<file path="config.mk">
export PLATFORM = sky130hd
export DESIGN_NAME = ccu_top
export DESIGN_NICKNAME = d
export VERILOG_FILES = /design/src/design/ccu_pkg.sv /design/src/design/ccu_stream_reg.sv /design/src/design/ccu_arbiter.sv /design/src/design/ccu_snoop_interconnect.sv /design/src/design/ccu_master_path.sv /design/src/design/ccu_top.sv
export SDC_FILE = /design/constraint.sdc
export NUM_CORES = 1
export LEC_CHECK = 0
export ABC_CLOCK_PERIOD_IN_PS = 3480
export BUFFER_PORTS_ARGS = -buffer_cell sky130_fd_sc_hd__buf_4
export CAP_MARGIN = 10
export CELL_PAD_IN_SITES_DETAIL_PLACEMENT = 1
export CELL_PAD_IN_SITES_GLOBAL_PLACEMENT = 1
export CORE_ASPECT_RATIO = 1.4
export CORE_MARGIN = 2
export CORE_UTILIZATION = 34
export CTS_CLUSTER_SIZE = 28
export DETAILED_ROUTE_END_ITERATION = 16
export GPL_ROUTABILITY_DRIVEN = 1
export PLACE_DENSITY = 0.75
export SLEW_MARGIN = 20
export SYNTH_ARGS = -nofsm -noshare
export SYNTH_HDL_FRONTEND = slang
export SYNTH_HIERARCHICAL = 1
export SYNTH_SLANG_ARGS = --single-unit
</file>
<file path="constraint.sdc">
create_clock -name clk_i -period 3.48 [get_ports clk_i]
set_input_delay 0.696 -clock clk_i [delete_from_list [all_inputs] [get_ports clk_i]]
set_output_delay 0.696 -clock clk_i [all_outputs]
set_load 0.01 [all_outputs]
</file>
<file path="src/design/ccu_pkg.sv">
package ccu_pkg;

  // Kind of snoop sent to the caches of a domain
  typedef enum logic {
    SnoopRead       = 1'b0, // Dirty data back and line left clean
    SnoopInvalidate = 1'b1  // Line removed from the cache
  } snoop_op_e;

  // Defaults for the top level widths
  localparam int unsigned DefaultAddrWidth = 16;
  localparam int unsigned DefaultDataWidth = 32; // One word per line

endpackage

</file>
<file path="src/design/ccu_stream_reg.sv">
`timescale 1ns/100ps

module ccu_stream_reg #(
  parameter type payload_t = logic
) (
  input  logic     clk_i,
  input  logic     rst_i,
  input  logic     valid_i,
  output logic     ready_o,
  input  payload_t data_i,
  output logic     valid_o,
  input  logic     ready_i,
  output payload_t data_o
);

  logic     valid_q;
  logic     valid_d;
  logic     ready_q;
  payload_t data_q;

  // Full when data stays or new data comes in
  assign valid_d = valid_q ? !ready_i : (valid_i && ready_q);

  always_ff @(posedge clk_i) begin
    if (rst_i) begin
      valid_q <= 1'b0;
      ready_q <= 1'b0; // Low for one cycle out of reset
    end else begin
      valid_q <= valid_d;
      ready_q <= !valid_d;
    end
  end

  always_ff @(posedge clk_i) begin
    if (valid_i && ready_q) data_q <= data_i;
  end

  assign ready_o = ready_q;
  assign valid_o = valid_q;
  assign data_o  = data_q;

  a_data_stable: assert property (@(posedge clk_i) disable iff (rst_i)
    (valid_o && !ready_i) |=> $stable(data_o));

endmodule

</file>
<file path="src/design/ccu_arbiter.sv">
`timescale 1ns/100ps

module ccu_arbiter #(
  parameter int unsigned NumPorts  = 0,
  parameter int unsigned AddrWidth = 0,
  parameter int unsigned DataWidth = 0
) (
  input  logic                               clk_i,
  input  logic                               rst_i,
  input  logic [NumPorts-1:0]                slv_valid_i,
  output logic [NumPorts-1:0]                slv_ready_o,
  input  logic [NumPorts-1:0]                slv_write_i,
  input  logic [NumPorts-1:0][AddrWidth-1:0] slv_addr_i,
  input  logic [NumPorts-1:0][DataWidth-1:0] slv_wdata_i,
  output logic                               valid_o,
  input  logic                               ready_i,
  output logic [$clog2(NumPorts)-1:0]        idx_o,
  output logic                               write_o,
  output logic [AddrWidth-1:0]               addr_o,
  output logic [DataWidth-1:0]               wdata_o,
  input  logic                               txn_done_i
);

  localparam int unsigned IdxWidth = $clog2(NumPorts);

  logic [IdxWidth-1:0] last_q;
  logic [IdxWidth-1:0] winner;
  logic [NumPorts-1:0] gnt;
  logic                locked_q;

  // Nearest requester after the last winner overrides the farther ones
  always_comb begin
    int cand;
    winner = last_q;
    gnt    = '0;
    for (int k = NumPorts; k > 0; k--) begin
      cand = int'(last_q) + k;
      if (cand >= int'(NumPorts)) cand = cand - int'(NumPorts);
      if (slv_valid_i[cand]) winner = IdxWidth'(cand);
    end
    if (|slv_valid_i) gnt[winner] = 1'b1;
  end

  assign valid_o     = !locked_q && |slv_valid_i;
  assign slv_ready_o = (!locked_q && ready_i) ? gnt : '0;

  assign idx_o   = winner;
  assign write_o = slv_write_i[winner];
  assign addr_o  = slv_addr_i[winner];
  assign wdata_o = slv_wdata_i[winner];

  always_ff @(posedge clk_i) begin
    if (rst_i) begin
      locked_q <= 1'b0;
      last_q   <= IdxWidth'(NumPorts - 1); // Port 0 goes first
    end else if (valid_o && ready_i) begin
      locked_q <= 1'b1;
      last_q   <= winner;
    end else if (txn_done_i) begin
      locked_q <= 1'b0;
    end
  end

  a_gnt_onehot: assert property (@(posedge clk_i) disable iff (rst_i)
    $onehot0(slv_ready_o));

endmodule

</file>
<file path="src/design/ccu_snoop_interconnect.sv">
`timescale 1ns/100ps

module ccu_snoop_interconnect #(
  parameter int unsigned NumPorts  = 0,
  parameter int unsigned AddrWidth = 0,
  parameter int unsigned DataWidth = 0
) (
  input  logic                                  clk_i,
  input  logic                                  rst_i,
  input  logic                                  snp_valid_i,
  output logic                                  snp_ready_o,
  input  ccu_pkg::snoop_op_e                    snp_op_i,
  input  logic [AddrWidth-1:0]                  snp_addr_i,
  input  logic [NumPorts-1:0]                   snp_mask_i,
  output logic                                  snp_done_o,
  output logic                                  snp_dirty_o,
  output logic [DataWidth-1:0]                  snp_data_o,
  output logic [NumPorts-1:0]                   snoop_valid_o,
  input  logic [NumPorts-1:0]                   snoop_ready_i,
  output ccu_pkg::snoop_op_e [NumPorts-1:0]     snoop_op_o,
  output logic [NumPorts-1:0][AddrWidth-1:0]    snoop_addr_o,
  input  logic [NumPorts-1:0]                   snoop_resp_valid_i,
  output logic [NumPorts-1:0]                   snoop_resp_ready_o,
  input  logic [NumPorts-1:0]                   snoop_resp_dirty_i,
  input  logic [NumPorts-1:0][DataWidth-1:0]    snoop_resp_data_i
);

  import ccu_pkg::*;

  localparam int unsigned IdxWidth = $clog2(NumPorts);

  logic                 busy_q;
  logic                 issue;
  logic [NumPorts-1:0]  mask_q;
  logic [NumPorts-1:0]  acc_pend_q; // Still to accept the snoop
  logic [NumPorts-1:0]  rsp_pend_q; // Still to respond
  logic [NumPorts-1:0]  req_hs;
  logic [NumPorts-1:0]  rsp_hs;
  snoop_op_e            op_q;
  logic [AddrWidth-1:0] addr_q;
  logic                 dirty_q;
  logic                 dirty_d;
  logic [DataWidth-1:0] data_q;
  logic [DataWidth-1:0] data_d;
  logic [IdxWidth-1:0]  src_q;
  logic [IdxWidth-1:0]  src_d;

  assign snp_ready_o = !busy_q;
  assign issue       = snp_valid_i && !busy_q;
  assign snp_done_o  = busy_q && acc_pend_q == '0 && rsp_pend_q == '0;
  assign snp_dirty_o = dirty_q;
  assign snp_data_o  = data_q;

  assign snoop_valid_o      = acc_pend_q;
  assign snoop_resp_ready_o = rsp_pend_q & ~acc_pend_q;
  assign req_hs             = snoop_valid_o & snoop_ready_i;
  assign rsp_hs             = snoop_resp_valid_i & snoop_resp_ready_o;

  for (genvar p = 0; p < NumPorts; p++) begin : gen_fanout
    assign snoop_op_o[p]   = op_q;
    assign snoop_addr_o[p] = addr_q;
  end

  // Lowest dirty responder wins, also across cycles
  always_comb begin
    dirty_d = dirty_q;
    data_d  = data_q;
    src_d   = src_q;
    for (int i = 0; i < NumPorts; i++) begin
      if (rsp_hs[i] && snoop_resp_dirty_i[i] && (!dirty_d || i < int'(src_d))) begin
        dirty_d = 1'b1;
        data_d  = snoop_resp_data_i[i];
        src_d   = IdxWidth'(i);
      end
    end
  end

  always_ff @(posedge clk_i) begin
    if (rst_i) begin
      busy_q     <= 1'b0;
      acc_pend_q <= '0;
      rsp_pend_q <= '0;
    end else if (issue) begin
      busy_q     <= 1'b1;
      acc_pend_q <= snp_mask_i;
      rsp_pend_q <= snp_mask_i;
    end else begin
      acc_pend_q <= acc_pend_q & ~req_hs;
      rsp_pend_q <= rsp_pend_q & ~rsp_hs;
      if (snp_done_o) busy_q <= 1'b0;
    end
  end

  always_ff @(posedge clk_i) begin
    if (issue) begin
      op_q    <= snp_op_i;
      addr_q  <= snp_addr_i;
      mask_q  <= snp_mask_i;
      dirty_q <= 1'b0;
    end else begin
      dirty_q <= dirty_d;
      data_q  <= data_d;
      src_q   <= src_d;
    end
  end

  a_in_mask: assert property (@(posedge clk_i) disable iff (rst_i)
    (snoop_valid_o & ~mask_q) == '0);

endmodule

</file>
<file path="src/design/ccu_master_path.sv">
`timescale 1ns/100ps

module ccu_master_path #(
  parameter int unsigned NumPorts  = 0,
  parameter int unsigned AddrWidth = 0,
  parameter int unsigned DataWidth = 0
) (
  input  logic                              clk_i,
  input  logic                              rst_i,
  input  logic                              req_valid_i,
  output logic                              req_ready_o,
  input  logic [$clog2(NumPorts)-1:0]       req_idx_i,
  input  logic                              req_write_i,
  input  logic [AddrWidth-1:0]              req_addr_i,
  input  logic [DataWidth-1:0]              req_wdata_i,
  input  logic [NumPorts-1:0][NumPorts-1:0] domain_mask_i,
  output logic                              txn_done_o,
  output logic                              snp_valid_o,
  input  logic                              snp_ready_i,
  output ccu_pkg::snoop_op_e                snp_op_o,
  output logic [AddrWidth-1:0]              snp_addr_o,
  output logic [NumPorts-1:0]               snp_mask_o,
  input  logic                              snp_done_i,
  input  logic                              snp_dirty_i,
  input  logic [DataWidth-1:0]              snp_data_i,
  output logic                              mst_valid_o,
  input  logic                              mst_ready_i,
  output logic                              mst_write_o,
  output logic [AddrWidth-1:0]              mst_addr_o,
  output logic [DataWidth-1:0]              mst_wdata_o,
  input  logic                              mem_valid_i,
  output logic                              mem_ready_o,
  input  logic [DataWidth-1:0]              mem_data_i,
  output logic [NumPorts-1:0]               slv_rvalid_o,
  input  logic [NumPorts-1:0]               slv_rready_i,
  output logic [DataWidth-1:0]              slv_rdata_o
);

  import ccu_pkg::*;

  localparam int unsigned IdxWidth = $clog2(NumPorts);

  typedef enum logic [2:0] {
    Idle,
    SnpReq,  // Snoop offered to the interconnect
    SnpWait, // Waiting for the merged result
    MemRd,
    MemRsp,
    MemWr,   // Write or dirty writeback
    Resp
  } state_e;

  state_e               state_q;
  state_e               state_d;
  logic [IdxWidth-1:0]  idx_q;
  logic                 write_q;
  logic [AddrWidth-1:0] addr_q;
  logic [NumPorts-1:0]  mask_q;
  logic [DataWidth-1:0] data_q; // Result register
  logic                 accept;
  logic                 rsp_hs;

  assign accept = state_q == Idle && req_valid_i;
  assign rsp_hs = state_q == Resp && slv_rready_i[idx_q];

  always_comb begin
    state_d = state_q;
    unique case (state_q)
      Idle:    if (req_valid_i) state_d = SnpReq;
      SnpReq:  if (snp_ready_i) state_d = SnpWait;
      SnpWait: begin
        if (snp_done_i) begin
          if (write_q || snp_dirty_i) state_d = MemWr;
          else state_d = MemRd;
        end
      end
      MemRd:   if (mst_ready_i) state_d = MemRsp;
      MemRsp:  if (mem_valid_i) state_d = Resp;
      MemWr:   if (mst_ready_i) state_d = Resp;
      Resp:    if (rsp_hs) state_d = Idle;
      default: state_d = Idle;
    endcase
  end

  always_ff @(posedge clk_i) begin
    if (rst_i) begin
      state_q <= Idle;
    end else begin
      state_q <= state_d;
    end
  end

  always_ff @(posedge clk_i) begin
    if (accept) begin
      idx_q   <= req_idx_i;
      write_q <= req_write_i;
      addr_q  <= req_addr_i;
      mask_q  <= domain_mask_i[req_idx_i] & ~(NumPorts'(1) << req_idx_i); // Never self
      data_q  <= req_wdata_i; // Echoed back on a write
    end
    if (state_q == SnpWait && snp_done_i && !write_q && snp_dirty_i) data_q <= snp_data_i;
    if (mem_valid_i && mem_ready_o) data_q <= mem_data_i;
  end

  assign req_ready_o = state_q == Idle;

  assign snp_valid_o = state_q == SnpReq;
  assign snp_op_o    = write_q ? SnoopInvalidate : SnoopRead;
  assign snp_addr_o  = addr_q;
  assign snp_mask_o  = mask_q;

  // Dirty read writes back the snooped line
  assign mst_valid_o = state_q == MemRd || state_q == MemWr;
  assign mst_write_o = state_q == MemWr;
  assign mst_addr_o  = addr_q;
  assign mst_wdata_o = data_q;
  assign mem_ready_o = state_q == MemRsp;

  for (genvar p = 0; p < NumPorts; p++) begin : gen_rvalid
    assign slv_rvalid_o[p] = state_q == Resp && idx_q == IdxWidth'(p);
  end
  assign slv_rdata_o = data_q;
  assign txn_done_o  = rsp_hs;

  a_no_mem_in_snoop: assert property (@(posedge clk_i) disable iff (rst_i)
    (state_q == SnpReq || state_q == SnpWait) |-> !mst_valid_o);

endmodule

</file>
<file path="src/design/ccu_top.sv">
`timescale 1ns/100ps

module ccu_top #(
  parameter int unsigned NumPorts  = 2,
  parameter int unsigned AddrWidth = ccu_pkg::DefaultAddrWidth,
  parameter int unsigned DataWidth = ccu_pkg::DefaultDataWidth
) (
  input  logic                                clk_i,
  input  logic                                rst_i,
  input  logic [NumPorts-1:0]                 slv_valid_i,
  output logic [NumPorts-1:0]                 slv_ready_o,
  input  logic [NumPorts-1:0]                 slv_write_i,
  input  logic [NumPorts-1:0][AddrWidth-1:0]  slv_addr_i,
  input  logic [NumPorts-1:0][DataWidth-1:0]  slv_wdata_i,
  output logic [NumPorts-1:0]                 slv_rvalid_o,
  input  logic [NumPorts-1:0]                 slv_rready_i,
  output logic [NumPorts-1:0][DataWidth-1:0]  slv_rdata_o,
  input  logic [NumPorts-1:0][NumPorts-1:0]   domain_mask_i,
  output logic [NumPorts-1:0]                 snoop_valid_o,
  input  logic [NumPorts-1:0]                 snoop_ready_i,
  output ccu_pkg::snoop_op_e [NumPorts-1:0]   snoop_op_o,
  output logic [NumPorts-1:0][AddrWidth-1:0]  snoop_addr_o,
  input  logic [NumPorts-1:0]                 snoop_resp_valid_i,
  output logic [NumPorts-1:0]                 snoop_resp_ready_o,
  input  logic [NumPorts-1:0]                 snoop_resp_dirty_i,
  input  logic [NumPorts-1:0][DataWidth-1:0]  snoop_resp_data_i,
  output logic                                mst_valid_o,
  input  logic                                mst_ready_i,
  output logic                                mst_write_o,
  output logic [AddrWidth-1:0]                mst_addr_o,
  output logic [DataWidth-1:0]                mst_wdata_o,
  input  logic                                mst_rvalid_i,
  output logic                                mst_rready_o,
  input  logic [DataWidth-1:0]                mst_rdata_i
);

  import ccu_pkg::*;

  localparam int unsigned IdxWidth = $clog2(NumPorts);

  typedef logic [DataWidth-1:0] data_t;

  typedef struct packed {
    logic [IdxWidth-1:0]  idx;
    logic                 write;
    logic [AddrWidth-1:0] addr;
    data_t                data;
  } req_t;

  req_t      arb_req;
  req_t      req;
  logic      arb_valid;
  logic      arb_ready;
  logic      req_valid;
  logic      req_ready;
  logic      txn_done;
  logic      snp_valid;
  logic      snp_ready;
  snoop_op_e snp_op;
  logic [AddrWidth-1:0] snp_addr;
  logic [NumPorts-1:0]  snp_mask;
  logic      snp_done;
  logic      snp_dirty;
  data_t     snp_data;
  logic      mem_valid;
  logic      mem_ready;
  data_t     mem_data;
  data_t     resp_data;

  assign slv_rdata_o = {NumPorts{resp_data}}; // Same word on every port

  ccu_arbiter #(
    .NumPorts    (NumPorts),
    .AddrWidth   (AddrWidth),
    .DataWidth   (DataWidth)
  ) i_arbiter (
    .clk_i,
    .rst_i,
    .slv_valid_i,
    .slv_ready_o,
    .slv_write_i,
    .slv_addr_i,
    .slv_wdata_i,
    .valid_o     (arb_valid),
    .ready_i     (arb_ready),
    .idx_o       (arb_req.idx),
    .write_o     (arb_req.write),
    .addr_o      (arb_req.addr),
    .wdata_o     (arb_req.data),
    .txn_done_i  (txn_done)
  );

  ccu_stream_reg #(
    .payload_t (req_t)
  ) i_req_reg (
    .clk_i,
    .rst_i,
    .valid_i   (arb_valid),
    .ready_o   (arb_ready),
    .data_i    (arb_req),
    .valid_o   (req_valid),
    .ready_i   (req_ready),
    .data_o    (req)
  );

  ccu_master_path #(
    .NumPorts      (NumPorts),
    .AddrWidth     (AddrWidth),
    .DataWidth     (DataWidth)
  ) i_master_path (
    .clk_i,
    .rst_i,
    .req_valid_i   (req_valid),
    .req_ready_o   (req_ready),
    .req_idx_i     (req.idx),
    .req_write_i   (req.write),
    .req_addr_i    (req.addr),
    .req_wdata_i   (req.data),
    .domain_mask_i,
    .txn_done_o    (txn_done),
    .snp_valid_o   (snp_valid),
    .snp_ready_i   (snp_ready),
    .snp_op_o      (snp_op),
    .snp_addr_o    (snp_addr),
    .snp_mask_o    (snp_mask),
    .snp_done_i    (snp_done),
    .snp_dirty_i   (snp_dirty),
    .snp_data_i    (snp_data),
    .mst_valid_o,
    .mst_ready_i,
    .mst_write_o,
    .mst_addr_o,
    .mst_wdata_o,
    .mem_valid_i   (mem_valid),
    .mem_ready_o   (mem_ready),
    .mem_data_i    (mem_data),
    .slv_rvalid_o,
    .slv_rready_i,
    .slv_rdata_o   (resp_data)
  );

  ccu_snoop_interconnect #(
    .NumPorts    (NumPorts),
    .AddrWidth   (AddrWidth),
    .DataWidth   (DataWidth)
  ) i_snoop_interconnect (
    .clk_i,
    .rst_i,
    .snp_valid_i (snp_valid),
    .snp_ready_o (snp_ready),
    .snp_op_i    (snp_op),
    .snp_addr_i  (snp_addr),
    .snp_mask_i  (snp_mask),
    .snp_done_o  (snp_done),
    .snp_dirty_o (snp_dirty),
    .snp_data_o  (snp_data),
    .snoop_valid_o,
    .snoop_ready_i,
    .snoop_op_o,
    .snoop_addr_o,
    .snoop_resp_valid_i,
    .snoop_resp_ready_o,
    .snoop_resp_dirty_i,
    .snoop_resp_data_i
  );

  // Memory read data register
  ccu_stream_reg #(
    .payload_t (data_t)
  ) i_mem_reg (
    .clk_i,
    .rst_i,
    .valid_i   (mst_rvalid_i),
    .ready_o   (mst_rready_o),
    .data_i    (mst_rdata_i),
    .valid_o   (mem_valid),
    .ready_i   (mem_ready),
    .data_o    (mem_data)
  );

endmodule

</file>
# Yosys cells after proc, flatten, opt, wreduce, memory -nomap -nowiden
# Index checks and enable logic that the tools add are counted.
[classes]
add_sub_neg = 4
n_lt_le_gt_ge = 9
eq_ne = 13
shifts = 1
n_mux = 50
bitwise = 12
n_reduce_logical = 42
[op_table]
columns = ["op", "count"]
rows = [
  ["2-to-1 mux 32 bit", 9],
  ["greater-or-equal comparator 32 x 3 -> 1 bit (second input constant)", 2],
  ["less-than comparator 32 x 3 -> 1 bit (second input constant)", 2],
  ["subtractor 32 x 3 -> 32 bit (second input constant)", 2],
  ["2-to-1 mux 16 bit", 2],
  ["2-to-1 mux 3 bit", 8],
  ["2-to-1 mux 1 bit", 23],
  ["case mux 3 bit (7 select lines)", 1],
  ["logical AND 1 bit", 20],
  ["AND 2 bit", 6],
  ["2-to-1 mux 2 bit", 6],
  ["inequality test 2 bit (second input constant)", 5],
  ["equality test 3 bit (second input constant)", 3],
  ["logical NOT 1 bit", 9],
  ["NOT 2 bit", 4],
  ["AND reduction 7 bit", 1],
  ["equality test 3 x 2 -> 1 bit (second input constant)", 2],
  ["less-than comparator 1 x 2 -> 1 bit (second input constant)", 3],
  ["nonzero test 2 bit", 3],
  ["logical NOT 2 bit", 2],
  ["inequality test 2 x 1 -> 1 bit (second input constant)", 2],
  ["adder 1 x 2 -> 3 bit (second input constant)", 1],
  ["equality test 3 x 1 -> 1 bit (second input constant)", 1],
  ["logical NOT 3 bit", 1],
  ["10 further kinds", 13],
]
[totals]
register_bits = 199
elab_cells = 156

# Longest topological paths before layout
# Gate-level depths: netlist of run 1.
[depth]
depth_word = 14
depth_mapped = 7
depth_no_buf = 6

# Cells and area by module
# Netlist of run 1, hierarchy kept.
[modules_own_cells]
columns = ["mod", "n_inst", "cells_per_inst", "area_per_inst_um2"]
rows = [
  ["ccu_master_path", 1, 253, 2960.3],
  ["ccu_snoop_interconnect", 1, 139, 2346.0],
  ["ccu_stream_reg (i_req_reg)", 1, 57, 1575.3],
  ["ccu_stream_reg (i_mem_reg)", 1, 39, 1034.7],
  ["ccu_arbiter", 1, 72, 748.2],
  ["ccu_top", 1, 32, 240.2],
]

# Worst setup path after synthesis of run 1
# Ideal clock, no wire load.
[synth_path]
path_type = "flip-flop to flip-flop"
start = "register i_master_path.state_q[0]"
end = "register i_snoop_interconnect.data_q[0] (netlist: i_snoop_interconnect/snp_data_o[0]), enable pin"
setup_ns = 0.434
t_arrival_ns = 2.877
t_required_ns = 3.046
slack_ns = 0.169
stages_incl_launch_ff = 7
period_less_slack_ns = 3.311
cell_sequence = "dfxtp_1 > buf_6 > clkbuf_1 > and2_1 > nand2b_1 > inv_1 > a21oi_1"
[synth_between]
elab_chain_cells = 4
[synth_lines]
columns = ["element", "line_no", "source"]
rows = [
  ["from (decl)", "ccu_master_path.sv:53", "state_e state_q;"],
  ["from (signal assigned)", "ccu_master_path.sv:87", "state_q <= Idle;"],
  ["from (signal assigned)", "ccu_master_path.sv:89", "state_q <= state_d;"],
  ["equality test 3 x 1 -> 1 bit", "ccu_master_path.sv:107", "assign snp_valid_o = state_q == SnpReq;"],
  ["via snp_valid", "ccu_top.sv:57", "logic snp_valid;"],
  ["logical AND 1 bit", "ccu_snoop_interconnect.sv:49", "assign issue = snp_valid_i && !busy_q;"],
  ["via i_snoop_interconnect.issue", "ccu_snoop_interconnect.sv:33", "logic issue;"],
  ["NOT 1 bit (no source line)", "n/a", ""],
  ["AND reduction 2 bit (no source line)", "n/a", ""],
  ["to (signal assigned)", "ccu_snoop_interconnect.sv:102", "data_q <= data_d;"],
  ["to (decl)", "ccu_snoop_interconnect.sv:43", "logic [DataWidth-1:0] data_q;"],
]
# The timed path passes the listed nets, and every way through them passes these cells.
# A chain may end at the register's enable or synchronous reset.

# Worst setup path after layout of run 1
[layout_path]
start = "register i_snoop_interconnect.acc_pend_q[0] (netlist: i_snoop_interconnect/snoop_valid_o[0])"
end = "register i_master_path.data_q[19] (netlist: i_master_path/mst_wdata_o[19]) (data pin)"
[layout_between]
elab_chain_cells = 8
[layout_lines]
columns = ["element", "line_no", "source"]
rows = [
  ["from (decl)", "ccu_snoop_interconnect.sv:35", "logic [NumPorts-1:0] acc_pend_q;"],
  ["from (signal assigned)", "ccu_snoop_interconnect.sv:85", "acc_pend_q <= snp_mask_i;"],
  ["from (signal assigned)", "ccu_snoop_interconnect.sv:88", "acc_pend_q <= acc_pend_q & ~req_hs;"],
  ["logical NOT 2 bit", "ccu_snoop_interconnect.sv:50", "assign snp_done_o = busy_q && acc_pend_q == '0 && rsp_pend_q == '0;"],
  ["logical AND 1 bit (2 in a row)", "ccu_snoop_interconnect.sv:50", ""],
  ["via snp_done", "ccu_top.sv:62", "logic snp_done;"],
  ["logical AND 1 bit (3 in a row)", "ccu_master_path.sv:101", "if (state_q == SnpWait && snp_done_i && !write_q && snp_dirty_i) data_q <= snp_data_i;"],
  ["2-to-1 mux 32 bit", "ccu_master_path.sv:101", ""],
  ["2-to-1 mux 32 bit", "ccu_master_path.sv:102", "if (mem_valid_i && mem_ready_o) data_q <= mem_data_i;"],
  ["to (signal assigned)", "ccu_master_path.sv:99", "data_q <= req_wdata_i;"],
  ["to (signal assigned)", "ccu_master_path.sv:101", ""],
  ["to (signal assigned)", "ccu_master_path.sv:102", ""],
  ["to (decl)", "ccu_master_path.sv:59", "logic [DataWidth-1:0] data_q;"],
]
# The timed path passes the listed nets, and every way through them passes these cells.

==> results.py, run 1 <==
metrics = {
    "setup_path": {
        "r2r_setup_slack_ns": 0.83,
        "worst-path-buf-inv": 1,
        "reg2reg_depth": 7,
        "r2r_start": "i_snoop_interconnect/snoop_valid_o[0]$_SDFF_PP0_",
        "cp_cell_sequence": "or4_1, nor2_1, nand4b_1, nor3_4, buf_4, mux2i_1, o21ai_0",
        "endpoint_kind": "flop",
        "slowest_stage": "or4_1",
        "crit_arrival_ns": 2.79,
        "worstSetupStartpointType": "flop",
        "cp_max_fo": 20,
        "reg2reg_to": "i_master_path/mst_wdata_o[19]$_DFFE_PP_",
        "critPathTopFamily": "simple AND/OR/NAND/NOR gates",
        "critical_path_class": "flop to flop",
        "slowest_delay_ns": 0.57,
        "critPathRequiredTime_ns": 3.62,
    },
    "cts": {
        "clk_pin_slew_ns": 0.07,
        "cts_setup_buffers": 0,
        "post_cts_resize_count": 0,
        "cts.path.max_buffers": 2,
        "cts-htree-levels": 4,
        "insertion_delay_ns": 0.43,
        "numClockSinks": 199,
        "holdBufCountCts": 0,
        "cts_buffers": 17,
        "clock-root-buffer": "clkbuf_16",
        "cts_tree": "built",
    },
    "min_path": {
        "hold_path_depth": 0,
        "holdPathEnd": "i_master_path/mst_addr_o[13]$_DFFE_PP_",
        "min_from": "i_req_reg/data_o[45]$_DFFE_PP_",
        "min_path_type": "flop to flop",
    },
    "placement": {
        "dp_hpwl_um": 17500,
        "port_buffers": 366,
        "gp_congestion": 0.723,
        "placed_area_sq_um": 11200,
    },
    "synthesis": {
        "ys_warn_count": 6,
        "synthArstFlopShare_pct": 0,
        "synth_edf_count": 184,
        "syn_area_sq_um": 8900,
        "synth.distinct_cells": 40,
        "synthesis.nets": 804,
        "synth_flop_cell": "edfxtp_1",
        "syn_inst": 592,
        "synth-seq-cells": 199,
        "avgSynthCellArea_sq_um": 15.0,
        "seq_area_frac_synth_pct": 65.4,
    },
    "detailed_routing": {
        "drtPass1Iterations": 4,
        "drc": 0,
        "wirelength_um": 23700,
        "ant_nets": 0,
        "vias": 5582,
        "drt-initial-drc-count": 183,
        "wl_per_cell_um": 19.7,
        "viasPerCell": 4.64,
    },
    "power": {
        "p_leak_nw": 4.62,
        "powerDensity_nw_per_um2": 542,
        "vdd_drop_max_mv": 0.336,
        "total_power_mw": 6.45,
    },
    "timing": {
        "worstMarginPinSlew_ns": 0.938,
        "fin_crit_ns": 2.65,
        "relSlewSlack_pct": 37.4,
        "setup_violations": 0,
        "rsz0062_at_grt": "no",
        "maxSlewViolCount": 0,
        "clock_skew_ns": 0.00938,
        "fmax_mhz": 377,
        "finalHoldViolCount": 0,
        "period_share_pct": 76.1,
        "fin_setup_tns_ns": 0,
    },
    "global_route": {
        "grt_antenna_before_repair": 0,
        "grtUsageTotal_pct": 17.0,
        "first_global_vias": 5953,
        "grt_max_degree": 65,
        "grt_pass1_wl_um": 34700,
        "grt-ovfl-total": 0,
    },
    "finish": {
        "fill_cells": 2689,
        "layout_commonest_cell": "buf_4",
        "layout_common_cells": "buf_4, edfxtp_1, mux2_2",
        "area_growth_pct": 33.6,
        "nets": 1079,
        "drive_gt1_share_pct": 56.5,
        "fin_util_pct": 45.9,
        "num_antenna_cells": 0,
        "stdcell_area_sq_um": 11900,
    },
    "floorplanning": {
        "dieHeight_um": 195,
        "die_x_um": 141,
        "initial_utilization_pct": 34.3,
        "dieArea_sq_um": 27500,
        "core-area_sq_um": 25900,
        "rows": 70,
        "pin_count": 369,
    },
    "run_status": {
        "outcome": "completed",
    },
    "job": {
        "drv_cap": 0,
    },
}
area by class of cell:
cell class,instances,area (sq um),area share (%)
flip-flops and latches,199,5830,49.0
repair buffers,376,2850,23.9
clock inverters,14,221,1.86
multi-input cells,268,2140,18.0
inverters,5,18.8,0.158
clock buffers,18,429,3.61
well taps,324,405,3.41
through the flow:
step	instances	hold slack, ns	setup WS [ns]
global placement	1172	0.402	0.953
CTS	1204	0.413	0.815
floorplan	592	0.400	0.169
finish	1204	0.414	0.830
detailed placement	1172	0.406	0.857
global route	1204	0.411	0.673
how the worst max path moves through the flow:
stage | startpoint | endpoint | slack (ns) | depth (start not counted)
floorplan | i_master_path/state_q[0]$_SDFFE_PP0P_ | i_snoop_interconnect/snp_data_o[0]$_DFFE_PP_ | 0.17 | 6
global placement | i_snoop_interconnect/snoop_valid_o[0]$_SDFF_PP0_ | i_master_path/mst_wdata_o[4]$_DFFE_PP_ | 0.95 | 6
detailed placement | i_snoop_interconnect/snoop_valid_o[0]$_SDFF_PP0_ | i_master_path/mst_wdata_o[12]$_DFFE_PP_ | 0.86 | 7
CTS | i_snoop_interconnect/snoop_valid_o[0]$_SDFF_PP0_ | i_master_path/mst_wdata_o[19]$_DFFE_PP_ | 0.82 | 7
global route | i_snoop_interconnect/snoop_valid_o[0]$_SDFF_PP0_ | i_master_path/mst_wdata_o[19]$_DFFE_PP_ | 0.67 | 7
finish | i_snoop_interconnect/snoop_valid_o[0]$_SDFF_PP0_ | i_master_path/mst_wdata_o[19]$_DFFE_PP_ | 0.83 | 7
logic make-up after synthesis:
family / count (synthesis) / synth area share (%)
buf+inv: 125 / 10.8
compound gates: 54 / 3.27
simple gates: 96 / 6.13
mux: 118 / 14.4
flops: 199 / 65.4
flip-flops by register name (all words and copies together), names as in the netlist, 2 cells and up:
signal,cells
i_master_path/mst_addr_o,16
i_master_path/mst_wdata_o,32
i_master_path/snp_mask_o,2
i_master_path/state_q,3
i_mem_reg/data_o,32
i_req_reg/data_o,50
i_snoop_interconnect/addr_q,16
i_snoop_interconnect/rsp_pend_q,2
i_snoop_interconnect/snoop_valid_o,2
i_snoop_interconnect/snp_data_o,32
synth_stat cells (all sizes together), types with 2 or more instances:
| cell | n | area (sq um) |
|---|---|---|
| a21oi | 13 | 65.1 |
| a22o | 2 | 17.5 |
| and2 | 8 | 50.1 |
| and3b | 3 | 26.3 |
| buf | 112 | 858 |
| clkbuf | 8 | 81.3 |
| dfxtp | 15 | 300 |
| edfxtp | 184 | 5530 |
| inv | 5 | 18.8 |
| mux2 | 82 | 923 |
| mux2i | 36 | 360 |
| nand2 | 37 | 139 |
| nand2b | 6 | 37.5 |
| nand3 | 2 | 10.0 |
| nand3b | 5 | 37.5 |
| nand4b | 3 | 41.3 |
| nor2 | 9 | 33.8 |
| nor2b | 7 | 43.8 |
| nor3 | 7 | 57.6 |
| o21ai | 35 | 179 |
| or4 | 3 | 22.5 |
power breakdown:
part | internal [mW] | total, mW | switching [mW]
registers | 2.94 | 3.11 | 0.168
clock network | 1.29 | 2.18 | 0.895
logic | 0.597 | 1.15 | 0.553
layer usage:
layer | track usage [%] | vias up | wire length (um)
li1 | - | 2620 | -
met1 | 19.1 | 2742 | 8860
met2 | 31.6 | 185 | 13400
met3 | 3.11 | 35 | 953
met4 | 6.37 | 0 | 565
met5 | 0 | - | 0
Note: power is estimated with default switching activity, not from simulation.
==> inputs of run 2 (changes only) <==
--- a/config.mk
+++ b/config.mk
@@ -5,7 +5,7 @@
 export SDC_FILE = /design/constraint.sdc
 export NUM_CORES = 1
 export LEC_CHECK = 0
-export ABC_CLOCK_PERIOD_IN_PS = 3480
+export ABC_CLOCK_PERIOD_IN_PS = 2300
 export BUFFER_PORTS_ARGS = -buffer_cell sky130_fd_sc_hd__buf_4
 export CAP_MARGIN = 10
 export CELL_PAD_IN_SITES_DETAIL_PLACEMENT = 1
==> constraint.sdc (replaced) <==
create_clock -name clk_i -period 2.3 [get_ports clk_i]
set_input_delay 0.46 -clock clk_i [delete_from_list [all_inputs] [get_ports clk_i]]
set_output_delay 0.46 -clock clk_i [all_outputs]
set_load 0.01 [all_outputs]
==> results.py, run 2 (synthesized netlist as in run 1, its figures left out) <==
metrics = {
    "run_status": {
        "outcome": "completed",
    },
    "detailed_routing": {
        "drtPass1Iterations": 4,
        "viasPerCell": 4.61,
        "wirelength_um": 23800,
        "drt-initial-drc-count": 165,
        "ant_nets": 0,
        "wl_per_cell_um": 19.5,
        "vias": 5623,
        "drc": 0,
    },
    "cts": {
        "numClockSinks": 199,
        "cts.path.max_buffers": 2,
        "insertion_delay_ns": 0.43,
        "cts_tree": "built",
        "cts_buffers": 17,
        "clock-root-buffer": "clkbuf_16",
        "clk_pin_slew_ns": 0.07,
        "cts-htree-levels": 4,
    },
    "floorplanning": {
        "core-area_sq_um": 25900,
        "dieArea_sq_um": 27500,
        "rows": 70,
        "dieHeight_um": 195,
        "initial_utilization_pct": 34.3,
        "pin_count": 369,
        "die_x_um": 141,
    },
    "global_route": {
        "grtUsageTotal_pct": 17.2,
        "grt_pass1_wl_um": 34800,
        "grt-ovfl-total": 0,
        "grt_max_degree": 65,
        "first_global_vias": 5980,
        "grt_antenna_before_repair": 0,
    },
    "setup_path": {
        "critPathRequiredTime_ns": 2.48,
        "endpoint_kind": "flop",
        "worstSetupStartpointType": "flop",
        "crit_arrival_ns": 2.40,
        "cp_max_fo": 14,
        "critical_path_class": "flop to flop",
        "r2r_setup_slack_ns": 0.08,
    },
    "finish": {
        "nets": 1095,
        "drive_gt1_share_pct": 57.6,
        "layout_common_cells": "buf_4, edfxtp_1, mux2_2",
        "num_antenna_cells": 0,
        "area_growth_pct": 35.3,
        "largest_reg_flops": 50,
        "layout_commonest_cell": "buf_4",
        "fin_util_pct": 46.5,
    },
    "power": {
        "combPwrFrac_pct": 19.0,
        "p_clk_share_pct": 32.1,
        "seq_power_share_pct": 48.9,
        "p_sw_mw": 2.45,
        "total_power_mw": 9.58,
        "vdd_drop_max_mv": 0.515,
        "p_leak_nw": 4.70,
        "sw_frac_of_total_pct": 25.5,
        "p_int_mw": 7.14,
        "powerDensity_nw_per_um2": 795,
    },
    "placement": {
        "port_buffers": 366,
        "gp_congestion": 0.769,
        "dp_hpwl_um": 17800,
    },
    "timing": {
        "relSlewSlack_pct": 65.1,
        "worstMarginPinSlew_ns": 0.523,
        "rsz0062_at_grt": "yes",
        "period_share_pct": 96.6,
        "setup_violations": 0,
        "fmax_mhz": 450,
        "maxSlewViolCount": 0,
        "finalHoldViolCount": 0,
        "fin_crit_ns": 2.22,
        "clock_skew_ns": 0.00592,
    },
    "job": {
        "drv_cap": 0,
    },
    "min_path": {
        "min_path_type": "input pin to flop",
    },
}
run 2: cell types whose count changed in the layout (fill, tap and decap cells not counted), moves of 2 or more:
cell	change
bufinv_16	-2
buf_4	+10
buf_12	+6
clkinvlp_4	+2
run 2: critical path, stage by stage (launching register included):
cell	delay, ns
dfxtp_2	0.34
or4_4	0.51
nor2_2	0.11
nand4b_1	0.15
nor3_4	0.18
buf_12	0.17
buf_12	0.17
mux2i_1	0.22
o21ai_0	0.10
run 2: what timing repair did:
item / 4_1_cts / 5_1_grt
resized for setup: 1 / 2
endpoints found under the setup margin: 2 / 22
setup buffers: 3 / 0
cloned: 0 / 0
hold buffers: 0 / 0
run 2: cell type report:
cell class	instances	area (sq um)
Clock buffer	18	429
Clock inverter	14	173
Fill cell	2683	13900
Inverter	5	18.8
Multi-Input combinational cell	268	2150
Sequential cell	199	5830
Tap cell	324	405
Timing Repair Buffer	392	3040
run 2: layer usage:
layer | share of wire [%] | track usage (%) | wire length, um | up-vias
met5 | 0 | 0 | 0 | -
met4 | 1.9 | 5.96 | 460 | 0
met3 | 4.4 | 3.33 | 1050 | 26
met2 | 57 | 32.6 | 13600 | 197
met1 | 37 | 18.9 | 8760 | 2750
li1 | - | - | - | 2650
run 2: worst paths after layout:
| check | startpoint | to | cells past startpoint |
|---|---|---|---|
| worst min register to register | i_req_reg/data_o[35]$_DFFE_PP_ | i_master_path/mst_addr_o[3]$_DFFE_PP_ | 0 |
| worst max register to register | i_snoop_interconnect/rsp_pend_q[0]$_SDFF_PP0_ | i_master_path/mst_wdata_o[8]$_DFFE_PP_ | 8 |
| worst min-delay path | mst_rdata_i[31] | i_mem_reg/data_o[31]$_DFFE_PP_ | 1 |
| worst max-delay path | i_snoop_interconnect/rsp_pend_q[0]$_SDFF_PP0_ | i_master_path/mst_wdata_o[8]$_DFFE_PP_ | 8 |
run 2: metrics by stage:
| stage | setup TNS [ns] | hold slack [ns] | std cells | cell area (sq um) | setup WS, ns |
|---|---|---|---|---|---|
| 2_1_floorplan | 0 | 0.400 | 592 | 8920 | 0.0611 |
| 3_3_place_gp | 0 | 0.401 | 1185 | 11400 | 0.0897 |
| 3_5_place_dp | -0.0256 | 0.406 | 1185 | 11400 | -0.0128 |
| 4_1_cts | 0 | 0.169 | 1220 | 12000 | 0.0115 |
| 5_1_grt | -0.189 | 0.170 | 1220 | 12100 | -0.0384 |
| 6_report | 0 | 0.195 | 1220 | 12100 | 0.0782 |
run 2: power groups by stage:
stage          Combinational (mW)  Sequential (mW)  Clock (mW)
6_report                     1.83             4.68        3.08
5_1_grt                      1.97             4.73        3.28
4_1_cts                      1.86             4.69        3.16
3_5_place_dp                 1.85             4.76           0
3_3_place_gp                 1.80             4.75           0
2_1_floorplan                1.03             4.73           0
==> inputs of run 3 (changes only) <==
--- a/config.mk
+++ b/config.mk
@@ -8,7 +8,7 @@
 export ABC_CLOCK_PERIOD_IN_PS = 2300
 export BUFFER_PORTS_ARGS = -buffer_cell sky130_fd_sc_hd__buf_4
 export CAP_MARGIN = 10
-export CELL_PAD_IN_SITES_DETAIL_PLACEMENT = 1
+export CELL_PAD_IN_SITES_DETAIL_PLACEMENT = 0
 export CELL_PAD_IN_SITES_GLOBAL_PLACEMENT = 1
 export CORE_ASPECT_RATIO = 1.4
 export CORE_MARGIN = 2
@@ -16,8 +16,9 @@
 export CTS_CLUSTER_SIZE = 28
 export DETAILED_ROUTE_END_ITERATION = 16
 export GPL_ROUTABILITY_DRIVEN = 1
+export HOLD_SLACK_MARGIN = 0.08
 export PLACE_DENSITY = 0.75
-export SLEW_MARGIN = 20
+export SLEW_MARGIN = 30
 export SYNTH_ARGS = -nofsm -noshare
 export SYNTH_HDL_FRONTEND = slang
 export SYNTH_HIERARCHICAL = 1
==> results.py, run 3 (synthesized netlist as in run 1, its figures left out) <==
metrics = {
    "detailed_routing": {
        "drc": 0,
        "wl_per_cell_um": 18.2,
        "drt-initial-drc-count": 259,
        "ant_nets": 0,
        "viasPerCell": 4.51,
        "drtPass1Iterations": 4,
        "vias": 5529,
        "wirelength_um": 22300,
    },
    "finish": {
        "fin_util_pct": 47.0,
        "area_growth_pct": 36.8,
        "fill_cells": 2336,
        "stdcell_area_sq_um": 12200,
        "num_antenna_cells": 0,
        "nets": 1101,
        "fin_cells": 1226,
        "drive_gt1_share_pct": 58.2,
        "layout_common_cells": "buf_4, edfxtp_1, mux2_2",
        "largest_reg_flops": 50,
        "layout_commonest_cell": "buf_4",
    },
    "global_route": {
        "grt-ovfl-total": 0,
        "first_global_vias": 5619,
        "grt_antenna_before_repair": 0,
        "grtUsageTotal_pct": 15.7,
        "grt_pass1_wl_um": 31700,
        "grt_max_degree": 65,
    },
    "power": {
        "vdd_drop_max_mv": 0.506,
        "powerDensity_nw_per_um2": 780,
        "p_leak_nw": 4.76,
    },
    "floorplanning": {
        "dieArea_sq_um": 27500,
        "rows": 70,
        "pin_count": 369,
        "core-area_sq_um": 25900,
        "initial_utilization_pct": 34.3,
        "dieHeight_um": 195,
        "die_x_um": 141,
    },
    "timing": {
        "fmax_mhz": 432,
        "fin_ws_ns": -0.0130,
        "fin_setup_tns_ns": -0.0130,
        "relSlewSlack_pct": 66.4,
        "setup_violations": 1,
        "fin_crit_ns": 2.31,
        "rsz0062_at_grt": "yes",
        "period_share_pct": 101,
        "holdWs_ns": 0.193,
        "maxSlewViolCount": 0,
        "worstMarginPinSlew_ns": 0.503,
        "clock_skew_ns": 0.00712,
        "finalHoldViolCount": 0,
    },
    "setup_path": {
        "critPathTopFamily": "simple AND/OR/NAND/NOR gates",
        "critPathRequiredTime_ns": 2.48,
        "slowest_stage": "or4_4",
        "cpMostUsedCell": "buf_12",
        "worst-path-buf-inv": 3,
        "critical_path_class": "flop to flop",
        "cp_max_fo": 5,
        "crit_arrival_ns": 2.50,
        "endpoint_kind": "flop",
        "worstSetupStartpointType": "flop",
        "slowest_delay_ns": 0.53,
        "cp_cell_sequence": "or4_4, nor2_4, nand4b_1, nor3_4, buf_12, buf_12, buf_6, mux2i_1, o21ai_1",
    },
    "placement": {
        "gp_congestion": 0.769,
        "placed_area_sq_um": 11400,
        "dp_hpwl_um": 16500,
        "port_buffers": 366,
        "place_inst": 1185,
    },
    "job": {
        "drv_cap": 0,
    },
    "run_status": {
        "violations": "negative setup slack",
        "outcome": "complete, but fails checks",
    },
    "cts": {
        "numClockSinks": 199,
        "cts.path.max_buffers": 2,
        "clock-root-buffer": "clkbuf_16",
        "clk_pin_slew_ns": 0.07,
        "cts_tree": "built",
        "insertion_delay_ns": 0.44,
        "cts-htree-levels": 4,
        "cts_buffers": 17,
    },
    "min_path": {
        "min_path_type": "input pin to flop",
    },
}
==> run 3: changes by cell type in the layout (fill, tap and decap cells not counted), moves of 2 or more <==
cell	change
o21ai_0	-2
buf_6	+2
mux2i_1	-2
clkbuf_16	+2
o21ai_1	+2
clkinvlp_4	-2
clkinv_4	+3
==> run 3: layout make-up <==
| cell class | instances | area [sq um] | share of cell area [%] |
|---|---|---|---|
| Clock buffer | 17 | 425 | 3.49 |
| Clock inverter | 15 | 170 | 1.40 |
| Inverter | 5 | 18.8 | 0.154 |
| Multi-Input combinational cell | 268 | 2180 | 17.9 |
| Sequential cell | 199 | 5830 | 47.8 |
| Tap cell | 324 | 405 | 3.33 |
| Timing Repair Buffer | 398 | 3160 | 25.9 |
==> run 3: path summary, 6_finish.rpt <==
| kind | from | to | slack, ns | depth (start not counted) |
|---|---|---|---|---|
| worst max-delay path | i_snoop_interconnect/rsp_pend_q[0]$_SDFF_PP0_ | i_master_path/mst_wdata_o[27]$_DFFE_PP_ | -0.01 | 9 |
| worst min-delay path | mst_rdata_i[15] | i_mem_reg/data_o[15]$_DFFE_PP_ | 0.19 | 1 |
| worst max register to register | i_snoop_interconnect/rsp_pend_q[0]$_SDFF_PP0_ | i_master_path/mst_wdata_o[27]$_DFFE_PP_ | -0.01 | 9 |
| worst min register to register | i_req_reg/data_o[34]$_DFFE_PP_ | i_master_path/mst_addr_o[2]$_DFFE_PP_ | 0.42 | 0 |
==> run 3: through the flow <==
step                      setup WS, ns  power (mW)
final                          -0.0130        9.50
after global routing           -0.0884        9.90
after CTS                      0.00842        9.60
after detailed placement        0.0207        6.58
after global placement          0.0897        6.55
after floorplan                 0.0611        5.76
==> run 3: power breakdown <==
part | total, mW | leakage (nW) | switching, mW | internal [mW]
logic | 1.83 | 2.65 | 0.850 | 0.976
clock network | 3.00 | 0.290 | 1.37 | 1.63
registers | 4.68 | 1.82 | 0.223 | 4.45
total | 9.50 | 4.76 | 2.44 | 7.06
==> run 3: what timing repair did <==
| action | 4_1_cts | 5_1_grt |
|---|---|---|
| hold buffers | 0 | 0 |
| endpoints found under the hold margin | 0 | 0 |
| endpoints found under the setup margin | 0 | 24 |
| setup buffers | 0 | 7 |
| resized for setup | 0 | 14 |
==> run 3: routing by layer <==
layer	up-vias	part of all wire, %	track usage [%]
met5	-	0	0
met3	34	4.5	3.36
met2	191	55	28.6
met4	0	3.0	6.63
li1	2665	-	-
met1	2639	38	17.5
